===== src/include/audio_defs.svh =====
`ifndef AUDIO_DEFS_SVH
`define AUDIO_DEFS_SVH

//////////////////////////////////////////////////////////////////////
// button filtering
//////////////////////////////////////////////////////////////////////

`define DEBOUNCE_CYCLES 16       // stable cycles before clean flips

//////////////////////////////////////////////////////////////////////
// codec link
//////////////////////////////////////////////////////////////////////

`define CODEC_RESET_DELAY 1024   // cycles of audio_reset_b low
`define SAMPLE_W 12              // playback / capture sample
`define SLOT_W 20                // one codec slot word

//////////////////////////////////////////////////////////////////////
// volume
//////////////////////////////////////////////////////////////////////

`define VOLUME_RESET 8
`define VOLUME_MAX 31
`define VOLUME_W 5

// peak inputs for the heads-up digits
`define FREQ_W 13                // up to 8191
`define LEVEL_W 9                // up to 511

`endif


===== src/hdl/audio_pkg.sv =====
`include "audio_defs.svh"

package audio_pkg;

   //////////////////////////////////////////////////////////////////////
   // codec slot words
   //////////////////////////////////////////////////////////////////////

   // one slot, seen as raw bits or as sample + pad
   typedef union packed {
      logic [`SLOT_W-1:0] raw;
      struct packed {
         logic [`SAMPLE_W-1:0]         sample;  // msb aligned
         logic [`SLOT_W-`SAMPLE_W-1:0] pad;     // low bits, zero on playback
      } field;
   } slot_word_u;

   // stereo pair as carried over the link
   typedef struct packed {
      slot_word_u left;
      slot_word_u right;
   } codec_frame_t;

   //////////////////////////////////////////////////////////////////////
   // heads-up digit write
   //////////////////////////////////////////////////////////////////////

   typedef struct packed {
      logic       write;   // strobe
      logic [3:0] num;     // decimal digit value
      logic [3:0] blob;    // digit position on screen
   } hud_write_t;

endpackage


===== src/hdl/audio_panel.sv =====
`timescale 1ns/1ps
`include "audio_defs.svh"

module audio_panel
   import audio_pkg::*;
(
   input  logic                  clock_27mhz,
   input  logic                  reset,
   input  logic                  button_up,        // active low
   input  logic                  button_down,      // active low
   input  logic                  codec_ready,
   input  codec_frame_t          codec_in,
   input  logic [`SAMPLE_W-1:0]  playback_sample,
   output logic [`SAMPLE_W-1:0]  capture_sample,
   output codec_frame_t          codec_out,
   output logic                  audio_reset_b,
   output logic [`VOLUME_W:0]    led,              // active low
   input  logic [`FREQ_W-1:0]    peak_freq,
   input  logic [`LEVEL_W-1:0]   peak_level,
   input  logic                  vsync,
   output hud_write_t            hud
);

   //////////////////////////////////////////////////////////////////////
   // buttons and volume
   //////////////////////////////////////////////////////////////////////

   logic                 up_clean, down_clean;
   logic [`VOLUME_W-1:0] volume;

   debounce debounce_up_i (
      .clock_27mhz (clock_27mhz),
      .reset       (reset),
      .noisy       (button_up),
      .clean       (up_clean)
   );

   debounce debounce_down_i (
      .clock_27mhz (clock_27mhz),
      .reset       (reset),
      .noisy       (button_down),
      .clean       (down_clean)
   );

   volume_control volume_control_i (
      .clock_27mhz (clock_27mhz),
      .reset       (reset),
      .up          (up_clean),
      .down        (down_clean),
      .volume      (volume)
   );

   assign led = ~{1'b0, volume};   // leds light on low

   //////////////////////////////////////////////////////////////////////
   // codec link and heads-up digits
   //////////////////////////////////////////////////////////////////////

   codec_link codec_link_i (
      .clock_27mhz     (clock_27mhz),
      .reset           (reset),
      .codec_ready     (codec_ready),
      .codec_in        (codec_in),
      .playback_sample (playback_sample),
      .codec_out       (codec_out),
      .capture_sample  (capture_sample),
      .audio_reset_b   (audio_reset_b)
   );

   hud_digit_writer hud_digit_writer_i (
      .clock_27mhz (clock_27mhz),
      .reset       (reset),
      .peak_freq   (peak_freq),
      .peak_level  (peak_level),
      .vsync       (vsync),
      .hud         (hud)
   );

endmodule


===== src/hdl/codec_link.sv =====
`timescale 1ns/1ps
`include "audio_defs.svh"

module codec_link
   import audio_pkg::*;
(
   input  logic                 clock_27mhz,
   input  logic                 reset,
   input  logic                 codec_ready,      // codec clock domain
   input  codec_frame_t         codec_in,
   input  logic [`SAMPLE_W-1:0] playback_sample,
   output codec_frame_t         codec_out,
   output logic [`SAMPLE_W-1:0] capture_sample,
   output logic                 audio_reset_b
);

   localparam int RST_W = $clog2(`CODEC_RESET_DELAY);
   localparam logic [RST_W-1:0] RST_LAST = RST_W'(`CODEC_RESET_DELAY - 1);

   //////////////////////////////////////////////////////////////////////
   // hold the codec in reset for a while after our own reset
   //////////////////////////////////////////////////////////////////////

   logic [RST_W-1:0] reset_count;

   always_ff @(posedge clock_27mhz) begin
      if (reset) begin
         audio_reset_b <= 1'b0;
         reset_count   <= '0;
      end else if (reset_count == RST_LAST) begin
         audio_reset_b <= 1'b1;       // stays up until next reset
      end else begin
         reset_count <= reset_count + 1'b1;
      end
   end

   //////////////////////////////////////////////////////////////////////
   // ready level -> one cycle pulse on clock_27mhz
   //////////////////////////////////////////////////////////////////////

   logic [2:0] ready_sync;    // [1:0] synchronizer, [2] edge history
   logic       sample_ready;

   always_ff @(posedge clock_27mhz) begin
      if (reset) ready_sync <= '0;
      else       ready_sync <= {ready_sync[1:0], codec_ready};
   end

   assign sample_ready = ready_sync[1] & ~ready_sync[2];

   // playback sample goes out on both slots, pad zeroed
   always_ff @(posedge clock_27mhz) begin
      if (reset) begin
         codec_out <= '0;
      end else if (sample_ready) begin
         codec_out.left.field.sample  <= playback_sample;
         codec_out.left.field.pad     <= '0;
         codec_out.right.field.sample <= playback_sample;
         codec_out.right.field.pad    <= '0;
      end
   end

   assign capture_sample = codec_in.left.field.sample;   // left only

   ready_pulse_single_cycle: assert property (
      @(posedge clock_27mhz) disable iff (reset)
      sample_ready |=> !sample_ready
   );

endmodule


===== src/hdl/debounce.sv =====
`timescale 1ns/1ps
`include "audio_defs.svh"

module debounce (
   input  logic clock_27mhz,
   input  logic reset,
   input  logic noisy,      // active low, straight from the pin
   output logic clean       // active high, filtered
);

   localparam int CNT_W = $clog2(`DEBOUNCE_CYCLES + 1);
   localparam logic [CNT_W-1:0] LAST = CNT_W'(`DEBOUNCE_CYCLES - 1);

   logic             level;   // button pressed
   logic [CNT_W-1:0] count;   // cycles level has disagreed with clean

   assign level = ~noisy;

   always_ff @(posedge clock_27mhz) begin
      if (reset) begin
         clean <= 1'b0;
         count <= '0;
      end else if (level == clean) begin
         count <= '0;              // agrees again, start over
      end else if (count == LAST) begin
         clean <= level;           // held long enough
         count <= '0;
      end else begin
         count <= count + 1'b1;
      end
   end

   // a flip only ever comes out of a full count
   clean_only_after_full_count: assert property (
      @(posedge clock_27mhz) disable iff (reset)
      $changed(clean) |-> $past(count) == LAST
   );

endmodule


===== src/hdl/hud_digit_writer.sv =====
`timescale 1ns/1ps
`include "audio_defs.svh"

module hud_digit_writer
   import audio_pkg::*;
(
   input  logic                clock_27mhz,
   input  logic                reset,
   input  logic [`FREQ_W-1:0]  peak_freq,
   input  logic [`LEVEL_W-1:0] peak_level,
   input  logic                vsync,
   output hud_write_t          hud
);

   //////////////////////////////////////////////////////////////////////
   // binary to bcd, shift and add 3
   //////////////////////////////////////////////////////////////////////

   // four digits out, inputs never reach 10000
   function automatic logic [15:0] to_bcd(input logic [`FREQ_W-1:0] bin);
      logic [15:0] bcd;
      bcd = '0;
      for (int i = `FREQ_W - 1; i >= 0; i--) begin
         for (int d = 0; d < 4; d++) begin
            if (bcd[d*4 +: 4] >= 4'd5)
               bcd[d*4 +: 4] = bcd[d*4 +: 4] + 4'd3;
         end
         bcd = {bcd[14:0], bin[i]};   // shift next bit in
      end
      return bcd;
   endfunction

   logic [15:0] freq_bcd;     // thousands..ones
   logic [15:0] level_bcd;    // only tens and ones shown

   assign freq_bcd  = to_bcd(peak_freq);
   assign level_bcd = to_bcd(`FREQ_W'(peak_level));

   //////////////////////////////////////////////////////////////////////
   // one digit per vsync-low cycle
   //////////////////////////////////////////////////////////////////////

   logic [3:0] phase;         // wraps at 16
   hud_write_t next_hud;

   always_comb begin
      next_hud       = hud;   // num/blob hold when idle
      next_hud.write = 1'b1;
      case (phase)
         4'd1: begin
            next_hud.num  = freq_bcd[15:12];
            next_hud.blob = 4'd0;
         end
         4'd2: begin
            next_hud.num  = freq_bcd[11:8];
            next_hud.blob = 4'd1;
         end
         4'd3: begin
            next_hud.num  = freq_bcd[7:4];
            next_hud.blob = 4'd2;
         end
         4'd4: begin
            next_hud.num  = freq_bcd[3:0];
            next_hud.blob = 4'd3;
         end
         4'd5: begin
            next_hud.num  = level_bcd[7:4];
            next_hud.blob = 4'd4;
         end
         4'd6: begin
            next_hud.num  = level_bcd[3:0];
            next_hud.blob = 4'd5;
         end
         default: next_hud.write = 1'b0;
      endcase
   end

   always_ff @(posedge clock_27mhz) begin
      if (reset) begin
         phase <= '0;
         hud   <= '0;
      end else if (!vsync) begin   // frozen during vsync high
         phase <= phase + 1'b1;
         hud   <= next_hud;
      end
   end

   // only six digit slots exist on screen
   hud_blob_in_range: assert property (
      @(posedge clock_27mhz) disable iff (reset)
      hud.write |-> hud.blob <= 4'd5
   );

endmodule


===== src/hdl/volume_control.sv =====
`timescale 1ns/1ps
`include "audio_defs.svh"

module volume_control (
   input  logic                 clock_27mhz,
   input  logic                 reset,
   input  logic                 up,       // clean level
   input  logic                 down,     // clean level
   output logic [`VOLUME_W-1:0] volume
);

   localparam logic [`VOLUME_W-1:0] VOL_MAX = `VOLUME_W'(`VOLUME_MAX);

   logic up_q, down_q;        // last cycle's levels
   logic up_rise, down_rise;

   assign up_rise   = up & ~up_q;
   assign down_rise = down & ~down_q;

   always_ff @(posedge clock_27mhz) begin
      if (reset) begin
         volume <= `VOLUME_W'(`VOLUME_RESET);
         up_q   <= 1'b0;
         down_q <= 1'b0;
      end else begin
         up_q   <= up;
         down_q <= down;
         // down takes priority when both rise together
         if (down_rise) begin
            if (volume != '0) volume <= volume - 1'b1;
         end else if (up_rise && volume != VOL_MAX) begin
            volume <= volume + 1'b1;
         end
      end
   end

   // one step at a time, no wrap past the clamps
   volume_single_step: assert property (
      @(posedge clock_27mhz) disable iff (reset)
      $changed(volume) |->
         volume == $past(volume) + 1 || volume == $past(volume) - 1
   );

endmodule


===== config.mk =====
export PLATFORM = sky130hd
export DESIGN_NAME = audio_panel
export DESIGN_NICKNAME = d
export VERILOG_FILES = /design/src/hdl/audio_pkg.sv /design/src/hdl/audio_panel.sv /design/src/hdl/codec_link.sv /design/src/hdl/debounce.sv /design/src/hdl/hud_digit_writer.sv /design/src/hdl/volume_control.sv
export VERILOG_INCLUDE_DIRS = /design/src /design/src/include
export SDC_FILE = /design/constraint.sdc
export NUM_CORES = 1
export LEC_CHECK = 0
export BUFFER_PORTS_ARGS = -buffer_cell sky130_fd_sc_hd__buf_2
export CAP_MARGIN = 20
export CORE_MARGIN = 3
export CORE_UTILIZATION = 55
export CTS_CLUSTER_DIAMETER = 100
export DETAILED_ROUTE_END_ITERATION = 16
export PLACE_DENSITY_LB_ADDON = 0.2
export SYNTH_ARGS = -nofsm -noshare
export SYNTH_HDL_FRONTEND = slang
export SYNTH_SLANG_ARGS = --single-unit

===== constraint.sdc =====
create_clock -name clock_27mhz -period 22.8 [get_ports clock_27mhz]
set_clock_uncertainty 0.05 [all_clocks]
set_input_delay 4.56 -clock clock_27mhz [delete_from_list [all_inputs] [get_ports clock_27mhz]]
set_output_delay 4.56 -clock clock_27mhz [all_outputs]
set_load 0.02 [all_outputs]

==> results of run 1 <==
==> worst max-delay path: cells and delay by family <==
kind                       cells  cell delay, ns
muxes                          2            0.55
buffers and inverters          9            0.88
AOI/OAI and AO/OA             13            3.35
xor gates and xnor gates       4            0.86
adders and majority gates      8            2.02
and+or+nand+nor               11            2.17
==> cell families after synthesis <==
| group | Yosys count | share of synthesized area, % |
|---|---|---|
| other | 2 | 0.109 |
| AND/OR/NAND/NOR | 300 | 21.1 |
| flip-flops | 57 | 16.6 |
| multiplexers | 43 | 6.83 |
| buffers and inverters | 146 | 10.4 |
| AO/OA/AOI/OAI | 280 | 29.4 |
| adder cells (fa/ha/maj) | 55 | 10.1 |
| XOR/XNOR | 41 | 5.45 |
==> cell usage in the layout (no fill, tap or decap), types with 5 or more instances in the layout <==
cell type,Yosys,routed
a211oi_1,16,16
a21boi_0,6,5
a21o_1,10,10
a21oi_1,72,72
a22o_1,6,6
a31oi_1,14,14
and2_1,6,6
and3_1,6,6
buf_2,2,77
clkbuf_16,0,9
conb_1,2,18
dfxtp_1,57,57
ha_1,54,54
inv_1,65,65
mux2_2,10,10
mux2i_1,27,27
nand2_1,88,88
nand2b_1,17,17
nand3_1,22,22
nand4_1,12,12
nor2_1,78,78
nor2b_1,15,15
nor3_1,20,20
nor4_1,5,5
o211ai_1,15,15
o21ai_0,39,39
o221ai_1,6,6
o22ai_1,5,5
or3_1,8,8
xnor2_1,27,27
xor2_1,12,12
==> registers in the layout, summed over array words and instances, names as in the netlist <==
name,cells
debounce_up_i.count,5
codec_link_i.audio_reset_b,1
codec_link_i.codec_out,12
volume_control_i.down_q,1
volume_control_i.volume,5
volume_control_i.up_q,1
debounce_up_i.clean,1
codec_link_i.reset_count,10
hud_digit_writer_i.phase,4
debounce_down_i.count,5
hud_digit_writer_i.hud,8
codec_link_i.ready_sync,3
debounce_down_i.clean,1
==> worst paths after layout <==
| check | depth (start not counted) | slack [ns] | endpoint | startpoint |
|---|---|---|---|---|
| max | 47 | 8.61 | hud_digit_writer_i.hud[4]$_SDFFE_PP0P_ | peak_freq[11] |
| min reg2reg | 1 | 0.39 | codec_link_i.ready_sync[1]$_SDFF_PP0_ | codec_link_i.ready_sync[0]$_SDFF_PP0_ |
| max reg2reg | 9 | 19.86 | hud_digit_writer_i.hud[7]$_SDFFE_PP0P_ | hud_digit_writer_i.phase[2]$_SDFFE_PP0N_ |
| min | 1 | 0.39 | codec_link_i.ready_sync[1]$_SDFF_PP0_ | codec_link_i.ready_sync[0]$_SDFF_PP0_ |
==> per-stage QoR <==
stage | hold slack [ns] | instance area, um2
6_report | 0.388 | 7420
5_1_grt | 0.419 | 7420
4_1_cts | 0.384 | 7420
3_5_place_dp | 0.385 | 7100
3_3_place_gp | 0.366 | 7100
2_1_floorplan | 0.364 | 6930
==> area by class of cell <==
cell class                 instances  area share, %
clock inverter                     5           1.06
clock buffer                      11           3.27
tap                              168           2.83
inverter                          73           3.69
sequential                        57           15.4
timing repair buffer              79           5.40
multi-input combinational        737           68.4
==> per-layer routing <==
| metal | part of all wire, % | vias to the layer above |
|---|---|---|
| met2 | 45 | 168 |
| met4 | 0.45 | 0 |
| met5 | 0 | - |
| met3 | 5.3 | 8 |
| met1 | 49 | 2967 |
| li1 | - | 3372 |
==> power by group <==
group          switching (mW)  internal [mW]
sequential            0.00324          0.104
combinational           0.501          0.389
clock                  0.0443         0.0982
total                   0.549          0.591
==> results.md, run 1 <==
* RD Place Congestion at 0.870
* RSZ-0062 raised after global routing: no
* Minimum setup slack in the final design at 8.61 ns
* Initial antenna violation count at 0
* Total Power Consumption at 1.14 mW
* IO Count at 148
* Effective utilization at floorplan at 56.7%
* Area of the core region at 0.0121 mm2
* Number of input and output port buffers inserted at 77
* Clock slew seen by the registers of the worst setup and hold paths at 0.05 ns
* Iter 0 DRT Violations at 546
* Hold Vio Cnt, Final at 0
* Worst hold path type: flip-flop to flip-flop
* Met2 layer usage reported by global route at 32.5%
* Most common cell on crit path: ha_1
* Mapped Cells at 924
* Number of clock buffers inserted by TritonCTS at 9
* Final setup viols at 0
* Post-CTS Setup Repair Bufs at 0
* Sum of negative setup slack at 0 ns
* Largest incremental delay on the critical path at 0.42 ns
* DP HPWL at 11000 um
* CP startpoint kind: input port
* All-Layer GR Usage at 19.9%
* Count leader, synth: nand2_1
* Area share of the largest cell type after synthesis at 16.6%
* Maximum root-to-sink buffer count at 2
* Number of inserted filler cells in the final layout at 1163
* Area of the mapped netlist at 0.00687 mm2
* Wire length of the first global-routing pass at 24400 um
* Post-Synthesis Mean Instance Area at 7.44 um2
* Number of cells upsized or downsized after cts at 0
* Vias post-DR at 6515
* Type of the worst setup path: input port to flip-flop
* Width of the die at 118 um
* Share of layout cells above drive strength 1 at 15.3%
* Worst VDD drop at 0.000131 V
* Relative area change from synthesis to final layout at 8.01%
* Number of search-and-repair iterations in the first detailed-routing pass at 5
* Data required, critical path at 22.98 ns
* Fin crit share at 62.2%
* Post-detailed-route via-to-cell ratio at 5.77
* Cell variety after synth at 96
* Pin count of the biggest net entering global routing at 50
* Maximum level of the CTS H-tree at 3
* Syn. warnings at 0
* Kind of end point of the critical path: flip-flop
* Global route overflow at 0
* Post-synth EDFFs at 0
* DIE HEIGHT at 118 um
* Die footprint at 0.0139 mm2
* Placed insts at 1114
* Clock latency on the worst-skew pair at 0.32 ns
* DRC errors left at 0
* Number of violations of the max-capacitance limit at 0
* Fmax at 0.0705 GHz
* Multi-input gate area at 0.00507 mm2
* Share of the yosys chip area belonging to registers at 16.6%
* Critical path data arrival time at 14.37 ns
* Clock tree from TritonCTS: yes
* Main flop type after synthesis: dfxtp_1
* Routed Antenna Nets at 0
* Maximum net fanout on the critical path at 12
* Fraction of met1 tracks used by global routing at 27.7%
* End-of-flow core utilization at 61.3%
* Final routed wirelength across all metal layers at 14600 um
* Area occupied by registers at 0.00114 mm2
* Slowest CP cell: nor3_1
* Sinks on the clock net at 57
* Status: completed
* Synth Register Bits at 57
* Number of nets in the final layout at 1092
* Power density over the cells at 154 mW/mm2
* Fin. max-slew vios at 0
* Average wire per standard cell at 12.9 um
* Buffer cell driving the clock tree root: clkbuf_16
* Share of synthesized flip-flops with an asynchronous set or reset at 0%
* Biggest area consumer among synthesized cells: dfxtp_1
* Minimum clock period at 14.19 ns
* Measured slew at the worst slew-check pin at 0.976 ns
* Antenna Cells at 0
* Leak pwr at 3.22 nW
* Via count of the first global-routing pass at 5570
* Number of placement rows at 40
* Layout Cells excl Fill at 1130
* Top cells by area, synth: dfxtp_1 17%, ha_1 9.8%, a21oi_1 5.2%, buf_4 4.8%, nand2_1 4.8%
* Placement-stage worst setup slack at 8.33 ns
* Headroom to the max-slew limit at 35.0%
* Quantity of hold-fixing buffers added after cts at 0
* Routing layer with the top usage in global route: met2
* Met3 demand-to-capacity share in global routing at 3.65%
* Most instantiated cells after synthesis: 88 x nand2_1, 78 x nor2_1, 72 x a21oi_1, 65 x inv_1, 57 x dfxtp_1
Power figures use the tool's default switching activity.
==> run 2, diff against run 1 <==
--- a/config.mk
+++ b/config.mk
@@ -9,7 +9,7 @@
 export BUFFER_PORTS_ARGS = -buffer_cell sky130_fd_sc_hd__buf_2
 export CAP_MARGIN = 20
 export CORE_MARGIN = 3
-export CORE_UTILIZATION = 55
+export CORE_UTILIZATION = 51
 export CTS_CLUSTER_DIAMETER = 100
 export DETAILED_ROUTE_END_ITERATION = 16
 export PLACE_DENSITY_LB_ADDON = 0.2
==> constraint.sdc (replaced) <==
create_clock -name clock_27mhz -period 12.3 [get_ports clock_27mhz]
set_clock_uncertainty 0.05 [all_clocks]
set_input_delay 2.46 -clock clock_27mhz [delete_from_list [all_inputs] [get_ports clock_27mhz]]
set_output_delay 2.46 -clock clock_27mhz [all_outputs]
set_load 0.02 [all_outputs]
==> run 2 against run 1 <==
Compared with the run above: non-clock buffer count is 10 higher; critical path depth is 4 higher; count of clock-buffer cells in the layout down 1; largest cell class unchanged; core utilization is 3.1 points lower; critical path type unchanged.
==> results.md, run 2 (same netlist as run 1, synthesis figures left out) <==
* Status: completed (unchanged)
* Number of search-and-repair iterations in the first detailed-routing pass at 5 (unchanged)
* Pin count of the biggest net entering global routing at 50 (unchanged)
* Post-detailed-route via-to-cell ratio at 5.73 (was 5.77)
* Effective utilization at floorplan at 53.4% (was 56.7%)
* Iter 0 DRT Violations at 442 (was 546)
* Width of the die at 122 um (was 118 um)
* Antenna Cells at 0 (unchanged)
* Number of placement rows at 41 (was 40)
* All-Layer GR Usage at 18.9% (was 19.9%)
* Initial antenna violation count at 0 (unchanged)
* Clock slew seen by the registers of the worst setup and hold paths at 0.05 ns (about the same)
* Data required, critical path at 12.48 ns (was 22.98 ns)
* Placed Instance Area at 0.00717 mm2 (was 0.00710 mm2)
* Sinks on the clock net at 57 (unchanged)
* Number of clock buffers inserted by TritonCTS at 9 (unchanged)
* Buffer cell driving the clock tree root: clkbuf_16 (unchanged)
* Registers with the most flip-flops: codec_link_i.codec_out: 12 flops, codec_link_i.reset_count: 10 flops, hud_digit_writer_i.hud: 8 flops (unchanged)
* Average wire per standard cell at 12.8 um (was 12.9 um)
* Via count of the first global-routing pass at 5573 (was 5570)
* Minimum setup slack in the final design at 0.864 ns (was 8.61 ns)
* Area of the core region at 0.0129 mm2 (was 0.0121 mm2)
* Kind of end point of the critical path: flip-flop (unchanged)
* Quantity of hold-fixing buffers added after cts at 0 (unchanged)
* Fin crit share at 93.0%
* Sum of negative setup slack at 0 ns (unchanged)
* Measured slew at the worst slew-check pin at 0.852 ns (was 0.976 ns)
* Cell area after layout at 0.00749 mm2 (was 0.00742 mm2)
* Fmax at 0.0874 GHz
* Share of layout cells above drive strength 1 at 16.7% (was 15.3%)
* Placement-stage worst setup slack at 0.413 ns (was 8.33 ns)
* Maximum root-to-sink buffer count at 2 (unchanged)
* Worst hold path type: flip-flop to flip-flop (unchanged)
* DIE HEIGHT at 122 um (was 118 um)
* Minimum clock period at 11.44 ns
* Global route overflow at 0 (unchanged)
* DP HPWL at 11100 um (was 11000 um)
* Number of input and output port buffers inserted at 77 (unchanged)
* Max reg flops at 12 (unchanged)
* Maximum net fanout on the critical path at 11 (was 12)
* RD Place Congestion at 0.880 (was 0.870)
* Vias post-DR at 6560 (was 6515)
* Hold Vio Cnt, Final at 0 (unchanged)
* Headroom to the max-slew limit at 43.2% (was 35.0%)
* Final hold slack at 0.394 ns (was 0.388 ns)
* Slowest CP cell: a2111oi_1 (was nor3_1)
* Final routed wirelength across all metal layers at 14600 um (about the same)
* Largest Register: codec_link_i.codec_out (unchanged)
* Routed Antenna Nets at 0 (unchanged)
* Die footprint at 0.0149 mm2 (was 0.0139 mm2)
* Worst VDD drop at 0.000232 V (was 0.000131 V)
* DRC errors left at 0 (unchanged)
* IO Count at 148 (unchanged)
* Most frequent standard cell in the layout excluding fill and tap cells: nand2_1 (unchanged)
* Final setup viols at 0 (unchanged)
* Maximum level of the CTS H-tree at 3 (unchanged)
* Number of violations of the max-capacitance limit at 0 (unchanged)
* Leak pwr at 3.26 nW (was 3.22 nW)
* Largest incremental delay on the critical path at 0.41 ns (was 0.42 ns)
* Type of the worst setup path: input port to flip-flop (unchanged)
* Number of nets in the final layout at 1102 (was 1092)
* RSZ-0062 raised after global routing: no (unchanged)
* Relative area change from synthesis to final layout at 9.09% (was 8.01%)
* CP startpoint kind: input port (unchanged)
* Total Power Consumption at 2.16 mW (was 1.14 mW)
* Clock tree from TritonCTS: yes (unchanged)
* Most common cell on crit path: ha_1 (unchanged)
* Highest-count cells in the layout ignoring fill and taps: 88 x nand2_1, 78 x nor2_1, 77 x buf_2, 71 x a21oi_1, 65 x inv_1 (was 88 x nand2_1, 78 x nor2_1, 77 x buf_2, 72 x a21oi_1, 65 x inv_1)
* Fin. max-slew vios at 0 (unchanged)
* Clock latency on the worst-skew pair at 0.32 ns (about the same)
* Critical path data arrival time at 11.62 ns (was 14.37 ns)
* Wire length of the first global-routing pass at 24400 um (about the same)
* Power density over the cells at 288 mW/mm2 (was 154 mW/mm2)
## run 2: worst paths after layout
kind | slack, ns | to | from | depth (start not counted)
worst max-delay path | 0.86 | hud_digit_writer_i.hud[4]$_SDFFE_PP0P_ | peak_freq[11] | 51
worst min-delay path | 0.39 | codec_link_i.ready_sync[1]$_SDFF_PP0_ | codec_link_i.ready_sync[0]$_SDFF_PP0_ | 1
worst max register to register | 9.41 | hud_digit_writer_i.hud[5]$_SDFFE_PP0P_ | hud_digit_writer_i.phase[2]$_SDFFE_PP0N_ | 9
worst min register to register | 0.39 | codec_link_i.ready_sync[1]$_SDFF_PP0_ | codec_link_i.ready_sync[0]$_SDFF_PP0_ | 1
## run 2: critical path, delay by kind of cell
kind            cells  cell delay (ns)
fa+ha+maj           9             1.79
mux                 2             0.54
compound gates     14             3.24
buf+inv            10             0.99
simple gates       13             2.01
xor+xnor            3             0.59
## run 2: stage by stage
stage,util (%),instances
2_1_floorplan,-,940
3_3_place_gp,55.7,1127
4_1_cts,57.9,1143
3_5_place_dp,55.7,1127
6_report,58.2,1144
5_1_grt,58.2,1144
## run 2: routing by layer
| layer | vias to the layer above | share of wire [%] | track usage (%) |
|---|---|---|---|
| met1 | 2963 | 49 | 26.3 |
| li1 | 3405 | - | - |
| met5 | - | 0 | 0 |
| met3 | 13 | 5.3 | 3.06 |
| met4 | 0 | 0.75 | 4.13 |
| met2 | 179 | 45 | 30.9 |
## run 2: layout make-up
type	count	area, um2
tap	172	215
inverter	73	274
sequential	57	1140
clock buffer	10	239
fill	1215	5380
clock inverter	6	42.5
timing repair buffer	89	475
multi-input combinational	737	5110
## run 2: power by group
part | total, mW | internal, mW | switching, mW
clock | 0.228 | 0.142 | 0.0863
sequential | 0.198 | 0.193 | 0.00551
combinational | 1.73 | 0.775 | 0.955
## run 2: timing repair
| action | 4_1_cts | 5_1_grt |
|---|---|---|
| gates resized for setup | 0 | 6 |
| endpoints found under the setup margin | 0 | 4 |
| buffers inserted | 0 | 1 |
